--- config.mk ---
export PLATFORM = sky130hd
export DESIGN_NAME = sha3_pad
export DESIGN_NICKNAME = d
export VERILOG_FILES = /design/src/source/sha3_cfg_pkg.sv /design/src/source/sha3_pad_types_pkg.sv /design/src/source/block_word_counter.sv /design/src/source/absorb_word_gen.sv /design/src/source/block_buffer.sv /design/src/source/pad_ctrl.sv /design/src/source/sha3_pad.sv
export SDC_FILE = /design/constraint.sdc
export NUM_CORES = 2
export LEC_CHECK = 0
export ABC_CLOCK_PERIOD_IN_PS = 15010
export BUFFER_PORTS_ARGS = -buffer_cell sky130_fd_sc_hd__clkbuf_2
export CORE_AREA = 4 4 654 656
export DETAILED_ROUTE_END_ITERATION = 10
export DIE_AREA = 0 0 658 660
export SLEW_MARGIN = 0
export SYNTH_ARGS = -nofsm -noshare
export SYNTH_HDL_FRONTEND = slang
export SYNTH_HIERARCHICAL = 1
export SYNTH_SLANG_ARGS = --single-unit
export TNS_END_PERCENT = 50
--- constraint.sdc ---
create_clock -name clk_i -period 15.01 [get_ports clk_i]
set_input_delay 2.2515 -clock clk_i [delete_from_list [all_inputs] [get_ports clk_i]]
set_output_delay 2.2515 -clock clk_i [all_outputs]
set_load 0.01 [all_outputs]
--- src/source/sha3_cfg_pkg.sv ---
// SHA3 padding configuration
// Data widths, mode and strength encodings, the rate table and pad bytes

package sha3_cfg_pkg;

  ////////////////////
  // Widths
  ////////////////////

  // One message beat is a 64-bit lane of the Keccak state
  localparam int msg_width   = 64;
  localparam int msg_strb_w  = msg_width / 8;
  // 25 lanes make up the 1600-bit state
  localparam int block_words = 25;
  localparam int word_addr_w = 5;

  ////////////////////
  // Encodings
  ////////////////////

  typedef enum logic {
    sha3,
    shake
  } sha3_mode_e;

  typedef enum logic [2:0] {
    l128,
    l224,
    l256,
    l384,
    l512
  } strength_e;

  // Source of the next buffer write
  typedef enum logic [1:0] {
    sel_none,
    sel_message,
    sel_suffix,
    sel_zero_end
  } word_sel_e;

  // Domain suffix with the first pad10*1 bit already folded in
  localparam logic [7:0] suffix_sha3  = 8'h06;
  localparam logic [7:0] suffix_shake = 8'h1f;
  // Closing bit of pad10*1, top bit of the last rate byte
  localparam logic [7:0] end_bit_byte = 8'h80;

  // Rate in 64-bit lanes for each strength
  function automatic logic [word_addr_w-1:0] rate_words(strength_e strength);
    unique case (strength)
      l128:    rate_words = word_addr_w'(21);
      l224:    rate_words = word_addr_w'(18);
      l256:    rate_words = word_addr_w'(17);
      l384:    rate_words = word_addr_w'(13);
      // Fall back to the smallest rate
      default: rate_words = word_addr_w'(9);
    endcase
  endfunction

endpackage

--- src/source/sha3_pad_types_pkg.sv ---
// SHA3 padding bundles
// Packed structs passed between the padding blocks

package sha3_pad_types_pkg;

  // Message beat with byte strobes, 72 bits
  typedef struct packed {
    logic [sha3_cfg_pkg::msg_width-1:0]  data;
    logic [sha3_cfg_pkg::msg_strb_w-1:0] strb;
  } msg_beat_t;

  // One lane write into the block buffer, 70 bits
  typedef struct packed {
    logic                                 we;
    logic [sha3_cfg_pkg::word_addr_w-1:0] addr;
    logic [sha3_cfg_pkg::msg_width-1:0]   data;
  } word_write_t;

  // Position of the write counter relative to the rate
  typedef struct packed {
    logic block_full;
    logic last_word;
  } block_flags_t;

endpackage

--- src/source/block_word_counter.sv ---
// Block word counter
// Counts lanes written in the current block and flags the rate limit

module block_word_counter (
  input  logic                                 clk_i,
  input  logic                                 rst_b,
  input  sha3_cfg_pkg::strength_e              strength_i,
  input  logic                                 inc_i,
  input  logic                                 clr_i,
  output logic [sha3_cfg_pkg::word_addr_w-1:0] word_addr_o,
  output sha3_pad_types_pkg::block_flags_t     flags_o
);
  import sha3_cfg_pkg::*;

  logic [word_addr_w-1:0] cnt_q;
  logic [word_addr_w-1:0] cnt_next;
  logic [word_addr_w-1:0] rate;

  // Rate limit for the selected strength
  assign rate     = rate_words(strength_i);
  assign cnt_next = cnt_q + 1'b1;

  // Clear takes priority so a new block always starts at lane 0
  always_ff @(posedge clk_i or negedge rst_b) begin
    if (!rst_b) begin
      cnt_q <= '0;
    end else if (clr_i) begin
      cnt_q <= '0;
    end else if (inc_i) begin
      cnt_q <= cnt_next;
    end
  end

  // Count doubles as the next write address
  assign word_addr_o = cnt_q;

  // Rate reached, and one lane left
  assign flags_o.block_full = (cnt_q == rate);
  assign flags_o.last_word  = (cnt_next == rate);

endmodule

--- src/source/absorb_word_gen.sv ---
// Absorb word generator
// Holds a partial final beat and builds the lane written to the block
// buffer from the message, the merged suffix or the zero fill

module absorb_word_gen (
  input  logic                                 clk_i,
  input  logic                                 rst_b,
  input  sha3_cfg_pkg::sha3_mode_e             mode_i,
  input  sha3_pad_types_pkg::msg_beat_t        msg_i,
  input  sha3_cfg_pkg::word_sel_e              word_sel_i,
  input  logic                                 latch_partial_i,
  input  logic                                 clr_partial_i,
  input  logic [sha3_cfg_pkg::word_addr_w-1:0] word_addr_i,
  input  sha3_pad_types_pkg::block_flags_t     flags_i,
  output sha3_pad_types_pkg::word_write_t      wr_o
);
  import sha3_cfg_pkg::*;

  // A partial beat never has its top byte, so 7 bytes are enough
  logic [msg_width-9:0]  part_data_q;
  logic [msg_strb_w-2:0] part_strb_q;
  logic [msg_width-1:0]  data_ext;
  logic [msg_strb_w-1:0] strb_ext;
  logic [msg_strb_w-1:0] prev_ext;
  logic [7:0]            suffix_byte;
  logic [msg_width-1:0]  end_word;
  logic [msg_width-1:0]  suffix_word;

  ////////////////////
  // Partial beat
  ////////////////////

  always_ff @(posedge clk_i) begin
    if (latch_partial_i) begin
      part_data_q <= msg_i.data[msg_width-9:0];
    end
  end

  // Strobes qualify the held data
  always_ff @(posedge clk_i or negedge rst_b) begin
    if (!rst_b) begin
      part_strb_q <= '0;
    end else if (clr_partial_i) begin
      part_strb_q <= '0;
    end else if (latch_partial_i) begin
      part_strb_q <= msg_i.strb[msg_strb_w-2:0];
    end
  end

  ////////////////////
  // Lane formation
  ////////////////////

  assign suffix_byte = (mode_i == sha3) ? suffix_sha3 : suffix_shake;

  // End bit of pad10*1 lands only in the last lane of the rate
  assign end_word = flags_i.last_word ? {end_bit_byte, {(msg_width - 8){1'b0}}} : '0;

  // prev_ext[i] is set when byte i-1 is filled, byte 0 always qualifies
  assign data_ext = {8'h00, part_data_q};
  assign strb_ext = {1'b0, part_strb_q};
  assign prev_ext = {part_strb_q, 1'b1};

  // Held bytes first, the suffix in the first free byte, zero above
  always_comb begin
    suffix_word = '0;
    for (int i = 0; i < msg_strb_w; i++) begin
      if (strb_ext[i]) begin
        suffix_word[8*i +: 8] = data_ext[8*i +: 8];
      end else if (prev_ext[i]) begin
        suffix_word[8*i +: 8] = suffix_byte;
      end
    end
  end

  always_comb begin
    // Never write beyond the rate
    wr_o.we   = (word_sel_i != sel_none) && !flags_i.block_full;
    wr_o.addr = word_addr_i;
    unique case (word_sel_i)
      sel_message:  wr_o.data = msg_i.data;
      sel_suffix:   wr_o.data = suffix_word | end_word;
      sel_zero_end: wr_o.data = end_word;
      default:      wr_o.data = '0;
    endcase
  end

endmodule

--- src/source/block_buffer.sv ---
// Keccak block buffer
// 25-lane register file filled one lane per cycle and presented whole
// to the permutation

module block_buffer (
  input  logic                                clk_i,
  input  logic                                rst_b,
  input  sha3_pad_types_pkg::word_write_t     wr_i,
  input  logic                                clr_i,
  output logic [sha3_cfg_pkg::block_words-1:0][sha3_cfg_pkg::msg_width-1:0] data_o
);
  import sha3_cfg_pkg::*;

  logic [block_words-1:0][msg_width-1:0] words_q;
  logic                                  wr_in_range;

  // Addresses past lane 24 are dropped
  assign wr_in_range = (wr_i.addr < word_addr_w'(block_words));

  ////////////////////
  // Storage
  ////////////////////

  // Lanes above the rate stay zero since only clears touch them
  always_ff @(posedge clk_i or negedge rst_b) begin
    if (!rst_b) begin
      words_q <= '0;
    end else if (clr_i) begin
      // New block starts from an all-zero state input
      words_q <= '0;
    end else if (wr_i.we && wr_in_range) begin
      words_q[wr_i.addr] <= wr_i.data;
    end
  end

  // Whole state presented to Keccak
  assign data_o = words_q;

endmodule

--- src/source/pad_ctrl.sv ---
// Padding control FSM
// Accepts message beats, triggers Keccak on each full block, then writes
// the suffix and zero fill and reports absorbed after the final block

module pad_ctrl (
  input  logic                             clk_i,
  input  logic                             rst_b,
  input  logic                             zeroize_i,
  input  logic                             start_i,
  input  logic                             process_i,
  input  logic                             msg_valid_i,
  input  sha3_pad_types_pkg::msg_beat_t    msg_i,
  input  logic                             keccak_complete_i,
  input  sha3_pad_types_pkg::block_flags_t flags_i,
  output logic                             msg_ready_o,
  output sha3_cfg_pkg::word_sel_e          word_sel_o,
  output logic                             cnt_inc_o,
  output logic                             cnt_clr_o,
  output logic                             buf_clr_o,
  output logic                             latch_partial_o,
  output logic                             clr_partial_o,
  output logic                             keccak_run_o,
  output logic                             absorbed_o
);
  import sha3_cfg_pkg::*;

  typedef enum logic [2:0] {
    st_idle,
    st_message,
    st_block_run,
    st_block_wait,
    st_suffix,
    st_zero_fill,
    st_final_run,
    st_final_wait
  } pad_st_e;

  pad_st_e st_q;
  pad_st_e st_d;
  logic    process_q;
  logic    absorbed_d;
  logic    msg_partial;
  logic    accept;

  ////////////////////
  // Inputs
  ////////////////////

  // Any cleared strobe marks the closing partial beat
  assign msg_partial = ~&msg_i.strb;

  // No beats while a block is full, a process request is pending or on zeroize
  assign msg_ready_o = (st_q == st_message) & ~process_q & ~flags_i.block_full & ~zeroize_i;
  assign accept      = msg_valid_i & msg_ready_o;

  // Keeps a process pulse that lands while a block is still with Keccak
  always_ff @(posedge clk_i or negedge rst_b) begin
    if (!rst_b) begin
      process_q <= 1'b0;
    end else if (zeroize_i || start_i) begin
      process_q <= 1'b0;
    end else if (process_i) begin
      process_q <= 1'b1;
    end
  end

  ////////////////////
  // State machine
  ////////////////////

  always_ff @(posedge clk_i or negedge rst_b) begin
    if (!rst_b) begin
      st_q       <= st_idle;
      absorbed_o <= 1'b0;
    end else begin
      st_q       <= st_d;
      absorbed_o <= absorbed_d;
    end
  end

  always_comb begin
    st_d            = st_q;
    word_sel_o      = sel_none;
    cnt_inc_o       = 1'b0;
    cnt_clr_o       = 1'b0;
    buf_clr_o       = 1'b0;
    latch_partial_o = 1'b0;
    clr_partial_o   = 1'b0;
    keccak_run_o    = 1'b0;
    absorbed_d      = 1'b0;

    unique case (st_q)
      st_idle: begin
        if (start_i) begin
          st_d = st_message;
        end
      end

      st_message: begin
        if (accept && msg_partial) begin
          // Held back until the suffix write
          latch_partial_o = 1'b1;
        end else if (accept) begin
          word_sel_o = sel_message;
          cnt_inc_o  = 1'b1;
          // This beat completes the rate
          if (flags_i.last_word) begin
            st_d = st_block_run;
          end
        end else if (process_q) begin
          st_d = st_suffix;
        end
      end

      st_block_run: begin
        keccak_run_o = 1'b1;
        st_d         = st_block_wait;
      end

      // Buffer frozen until the permutation is done
      st_block_wait: begin
        if (keccak_complete_i) begin
          cnt_clr_o = 1'b1;
          buf_clr_o = 1'b1;
          st_d      = st_message;
        end
      end

      // Partial bytes merged with the domain suffix
      st_suffix: begin
        word_sel_o    = sel_suffix;
        cnt_inc_o     = 1'b1;
        clr_partial_o = 1'b1;
        st_d          = flags_i.last_word ? st_final_run : st_zero_fill;
      end

      st_zero_fill: begin
        word_sel_o = sel_zero_end;
        cnt_inc_o  = 1'b1;
        if (flags_i.last_word) begin
          st_d = st_final_run;
        end
      end

      st_final_run: begin
        keccak_run_o = 1'b1;
        st_d         = st_final_wait;
      end

      st_final_wait: begin
        if (keccak_complete_i) begin
          cnt_clr_o  = 1'b1;
          buf_clr_o  = 1'b1;
          absorbed_d = 1'b1;
          st_d       = st_idle;
        end
      end

      default: begin
        st_d = st_idle;
      end
    endcase

    // Zeroize wins over everything and wipes the datapath
    if (zeroize_i) begin
      st_d            = st_idle;
      word_sel_o      = sel_none;
      cnt_inc_o       = 1'b0;
      latch_partial_o = 1'b0;
      keccak_run_o    = 1'b0;
      absorbed_d      = 1'b0;
      cnt_clr_o       = 1'b1;
      buf_clr_o       = 1'b1;
      clr_partial_o   = 1'b1;
    end
  end

endmodule

--- src/source/sha3_pad.sv ---
// SHA3/SHAKE padding unit
// Packs message beats into the Keccak block buffer, appends the domain
// suffix and pad10*1, and hands each full block to the permutation

module sha3_pad (
  input  logic                                    clk_i,
  input  logic                                    rst_b,
  input  logic                                    zeroize_i,
  input  logic                                    msg_valid_i,
  input  sha3_pad_types_pkg::msg_beat_t           msg_i,
  output logic                                    msg_ready_o,
  input  logic                                    start_i,
  input  logic                                    process_i,
  input  sha3_cfg_pkg::sha3_mode_e                mode_i,
  input  sha3_cfg_pkg::strength_e                 strength_i,
  output logic [sha3_cfg_pkg::block_words-1:0][sha3_cfg_pkg::msg_width-1:0] keccak_data_o,
  output logic                                    keccak_run_o,
  input  logic                                    keccak_complete_i,
  output logic                                    absorbed_o
);
  import sha3_cfg_pkg::*;
  import sha3_pad_types_pkg::*;

  // Control from the FSM
  word_sel_e              word_sel;
  logic                   cnt_inc;
  logic                   cnt_clr;
  logic                   buf_clr;
  logic                   latch_partial;
  logic                   clr_partial;
  // Counter status
  block_flags_t           flags;
  logic [word_addr_w-1:0] word_addr;
  // Lane write into the buffer
  word_write_t            wr;

  pad_ctrl i_pad_ctrl (
    .clk_i,
    .rst_b,
    .zeroize_i,
    .start_i,
    .process_i,
    .msg_valid_i,
    .msg_i,
    .keccak_complete_i,
    .flags_i         (flags),
    .msg_ready_o,
    .word_sel_o      (word_sel),
    .cnt_inc_o       (cnt_inc),
    .cnt_clr_o       (cnt_clr),
    .buf_clr_o       (buf_clr),
    .latch_partial_o (latch_partial),
    .clr_partial_o   (clr_partial),
    .keccak_run_o,
    .absorbed_o
  );

  block_word_counter i_block_word_counter (
    .clk_i,
    .rst_b,
    .strength_i,
    .inc_i       (cnt_inc),
    .clr_i       (cnt_clr),
    .word_addr_o (word_addr),
    .flags_o     (flags)
  );

  absorb_word_gen i_absorb_word_gen (
    .clk_i,
    .rst_b,
    .mode_i,
    .msg_i,
    .word_sel_i      (word_sel),
    .latch_partial_i (latch_partial),
    .clr_partial_i   (clr_partial),
    .word_addr_i     (word_addr),
    .flags_i         (flags),
    .wr_o            (wr)
  );

  block_buffer i_block_buffer (
    .clk_i,
    .rst_b,
    .wr_i   (wr),
    .clr_i  (buf_clr),
    .data_o (keccak_data_o)
  );

endmodule

==> out/summary.txt <==
Cell Pwr Density - 108 mW/mm2
PnR worst setup slack - 8.40 ns
Setup TNS - 0 ns
Latest clock arrival within the worst-skew pair - 0.88 ns
DIE WIDTH - 658 um
Post-DP HPWL - 220 mm
Clock sinks - 1673
Required time of the critical path - 15.69 ns
Routed len/inst - 24.9 um
Vias in the first global route - 51400
Commonest non-fill, non-tap cell in the layout - clkbuf_2
Mapped Area - 0.0734 mm2
Pins Over Slew Limit - 0
Mapped Cells - 5762
Clk slew on worst S/H paths - 0.06 ns
Placer congestion estimate - 0.774
Startpoint Class - input pin
Initial Utilization - 0.174
Post-placement cell count - 12700
FMAX - 151 MHz
Finished Layout Cells - 13000
YS warnings - 6
Port bufs - 1685
Fill cells - 45400
GRT Util Overall - 0.142
Area of the multi-input gates - 0.0288 mm2
Post-route cell area - 0.0938 mm2
Slew Limit Headroom - 0.197
VDD IR max - 0.0878 mV
FF/Latch Area - 0.0421 mm2
Max Fanout on Critical Path - 37
Final #Nets - 7272
Residual DRC - 0
Final period util - 0.440
Grt ovf - 0
Share of post-route cells with drive strength above 1 - 0.300
Die ar. - 0.434 mm2
Finished Core Util - 0.222
H-tree Lvls - 4
Worst min-delay path category - flip-flop to flip-flop
CP Capture Type - flip-flop
Row count - 239
Yosys cell types - 55
Dpl ws - 7.44 ns
Max-Cap Viols - 0
Endpoints failing setup - 0
Largest net degree at the start of global routing - 240
Initial antenna violation count - 45
Post-synthesis area per instance - 12.7 um2
DRT iter0 DRCs - 3952
Kind of critical path - input pin to flip-flop
Most frequent cells in the layout - clkbuf_2, nand2b_1, mux2i_1
Max Root-Sink Buffers - 4
Clk_skew - 0.0472 ns
Worst EP arrival - 7.29 ns
Postcts setup bufs - 0
Chip height - 660 um
Lkg Pwr - 52.4 nW
CTS tree - done
Syn Nets - 5846
Total wire length - 324 mm
Routed Antenna Nets - 0
DRT Pass-1 Iters - 5
Root buffer cell - clkbuf_16
Worst Tran Pin Value - 1.20 ns
Proportion of synthesized chip area in sequential cells - 0.574
First-pass GRT wire length - 440 mm
Minimum clock period - 6.61 ns
Top-Level Pins - 1686
Hold Vio Cnt, Final - 0
Num CTS Buffers - 195
Vias per std cell - 3.90
Status - finished clean
Placement Cell Area - 0.0875 mm2
Post-cts resize count - 0
Core ar. - 0.422 mm2
FF+latch count, synth - 1673
Area growth syn-to-layout - 27.8%
RSZ-0062 raised after global routing - false
Via count - 50700
Hold_buf cts - 0
[where the power goes]
part,internal (mW),leakage [nW],switching [mW],total [mW]
logic,0.248,26.3,0.548,0.796
clock network,2.70,3.05,2.03,4.74
registers,4.56,23.1,0.0214,4.58
[cell usage after synthesis, drive strengths merged]
library cell | number | area share
and2b | 1 | 0.00010
and3 | 1 | 0.000085
and2 | 4 | 0.00034
edfxtp | 56 | 0.023
xnor3 | 1 | 0.00031
a32o | 42 | 0.0057
a21oi | 6 | 0.00041
and4bb | 3 | 0.00051
nor2b | 11 | 0.0011
nor4b | 1 | 0.00012
xor2 | 6 | 0.00072
o2bb2ai | 15 | 0.0018
clkbuf | 357 | 0.018
nand4 | 5 | 0.00043
a31oi | 3 | 0.00026
buf | 216 | 0.020
inv | 4 | 0.00020
dfrtp | 1617 | 0.55
mux2i | 1623 | 0.22
o31ai | 1 | 0.00010
and4b | 2 | 0.00027
a22o | 5 | 0.00060
and4 | 1 | 0.00012
o32a | 1 | 0.00031
o21a | 1 | 0.00010
nor3 | 7 | 0.00055
o211a | 1 | 0.00014
ha | 1 | 0.00017
or3b | 1 | 0.00012
nand2b | 1690 | 0.14
nand3 | 4 | 0.00034
nor2 | 25 | 0.0014
a21o | 7 | 0.00072
nand2 | 29 | 0.0031
nand4b | 1 | 0.00012
xnor2 | 2 | 0.00024
mux2 | 1 | 0.00015
nor3b | 1 | 0.00010
or2 | 1 | 0.000085
o21ai | 4 | 0.00032
o22a | 2 | 0.00024
o21bai | 1 | 0.00010
a221oi | 1 | 0.00012
[worst max-delay path: stages]
cell      delay, ns
clkbuf_2       0.12
a21oi_1        0.25
nor3b_1        0.09
a31oi_1        0.23
nor3_2         0.11
nand2b_1       0.17
nand4b_1       0.34
nand2b_1       0.30
a21oi_4        0.14
buf_4          0.33
nor2_1         0.07
nor2_1         0.46
nor4b_2        0.88
nand2_4        0.66
buf_4          0.54
mux2i_1        0.21
[per-layer routing]
metal | track usage | vias up | part of all wire
met5 | 0 | - | 0.00032
met4 | 0.0479 | 16 | 0.036
met3 | 0.0312 | 495 | 0.061
met2 | 0.240 | 1889 | 0.49
met1 | 0.178 | 26400 | 0.42
li1 | - | 21900 | -
[path summary, 6_finish.rpt]
path	depth (start not counted)	slack (ns)	startpoint	to
worst max-delay path	16	8.40	strength_i[0]	i_block_buffer/data_o[89]
min in group asynchronous	1	1.34	rst_b	i_block_buffer/data_o[846]
max in group asynchronous	4	10.50	rst_b	i_block_buffer/data_o[507]
worst min register to register	2	0.54	i_block_buffer/data_o[572]	i_block_buffer/data_o[572]
worst max register to register	14	9.39	i_block_word_counter/word_addr_o[3]	i_block_buffer/data_o[89]
worst min-delay path	2	0.54	i_block_buffer/data_o[572]	i_block_buffer/data_o[572]
[cell type report]
class / instances / area share
sequential: 1673 / 0.449
multi-input combinational: 3512 / 0.307
timing repair buffer: 1802 / 0.101
tap: 5663 / 0.0755
clock buffer: 287 / 0.0600
clock inverter: 50 / 0.00656
antenna: 16 / 0.000427
inverter: 4 / 0.000160
[state kept, by name (all words and copies together) (netlist names)]
name	cells
i_absorb_word_gen/part_strb_q	7
i_pad_ctrl/absorbed_o	1
i_absorb_word_gen/part_data_q	56
i_pad_ctrl/process_q	1
i_pad_ctrl/st_q	3
i_block_word_counter/word_addr_o	5
i_block_buffer/data_o	1600
[kinds of logic (layout without fill, tap and decap cells)]
| kind of cell | after synthesis | after routing | synth area share |
|---|---|---|---|
| xor gates and xnor gates | 9 | 9 | 0.00126 |
| muxes | 1624 | 1624 | 0.222 |
| AOI/OAI and AO/OA | 90 | 90 | 0.0109 |
| adders and majority gates | 1 | 1 | 0.000170 |
| DFF | 1673 | 1673 | 0.574 |
| other | 0 | 16 | 0 |
| and+or+nand+nor | 1788 | 1788 | 0.153 |
| buffers and inverters | 577 | 2143 | 0.0388 |
[stage by stage]
step                total power, mW  hold WS (ns)
finish                         10.1         0.541
global route                   10.5         0.556
global placement               5.48         0.526
CTS                            10.3         0.542
floorplan                      5.07         0.517
detailed placement             5.47         0.530
Power figures use the tool's default switching activity.
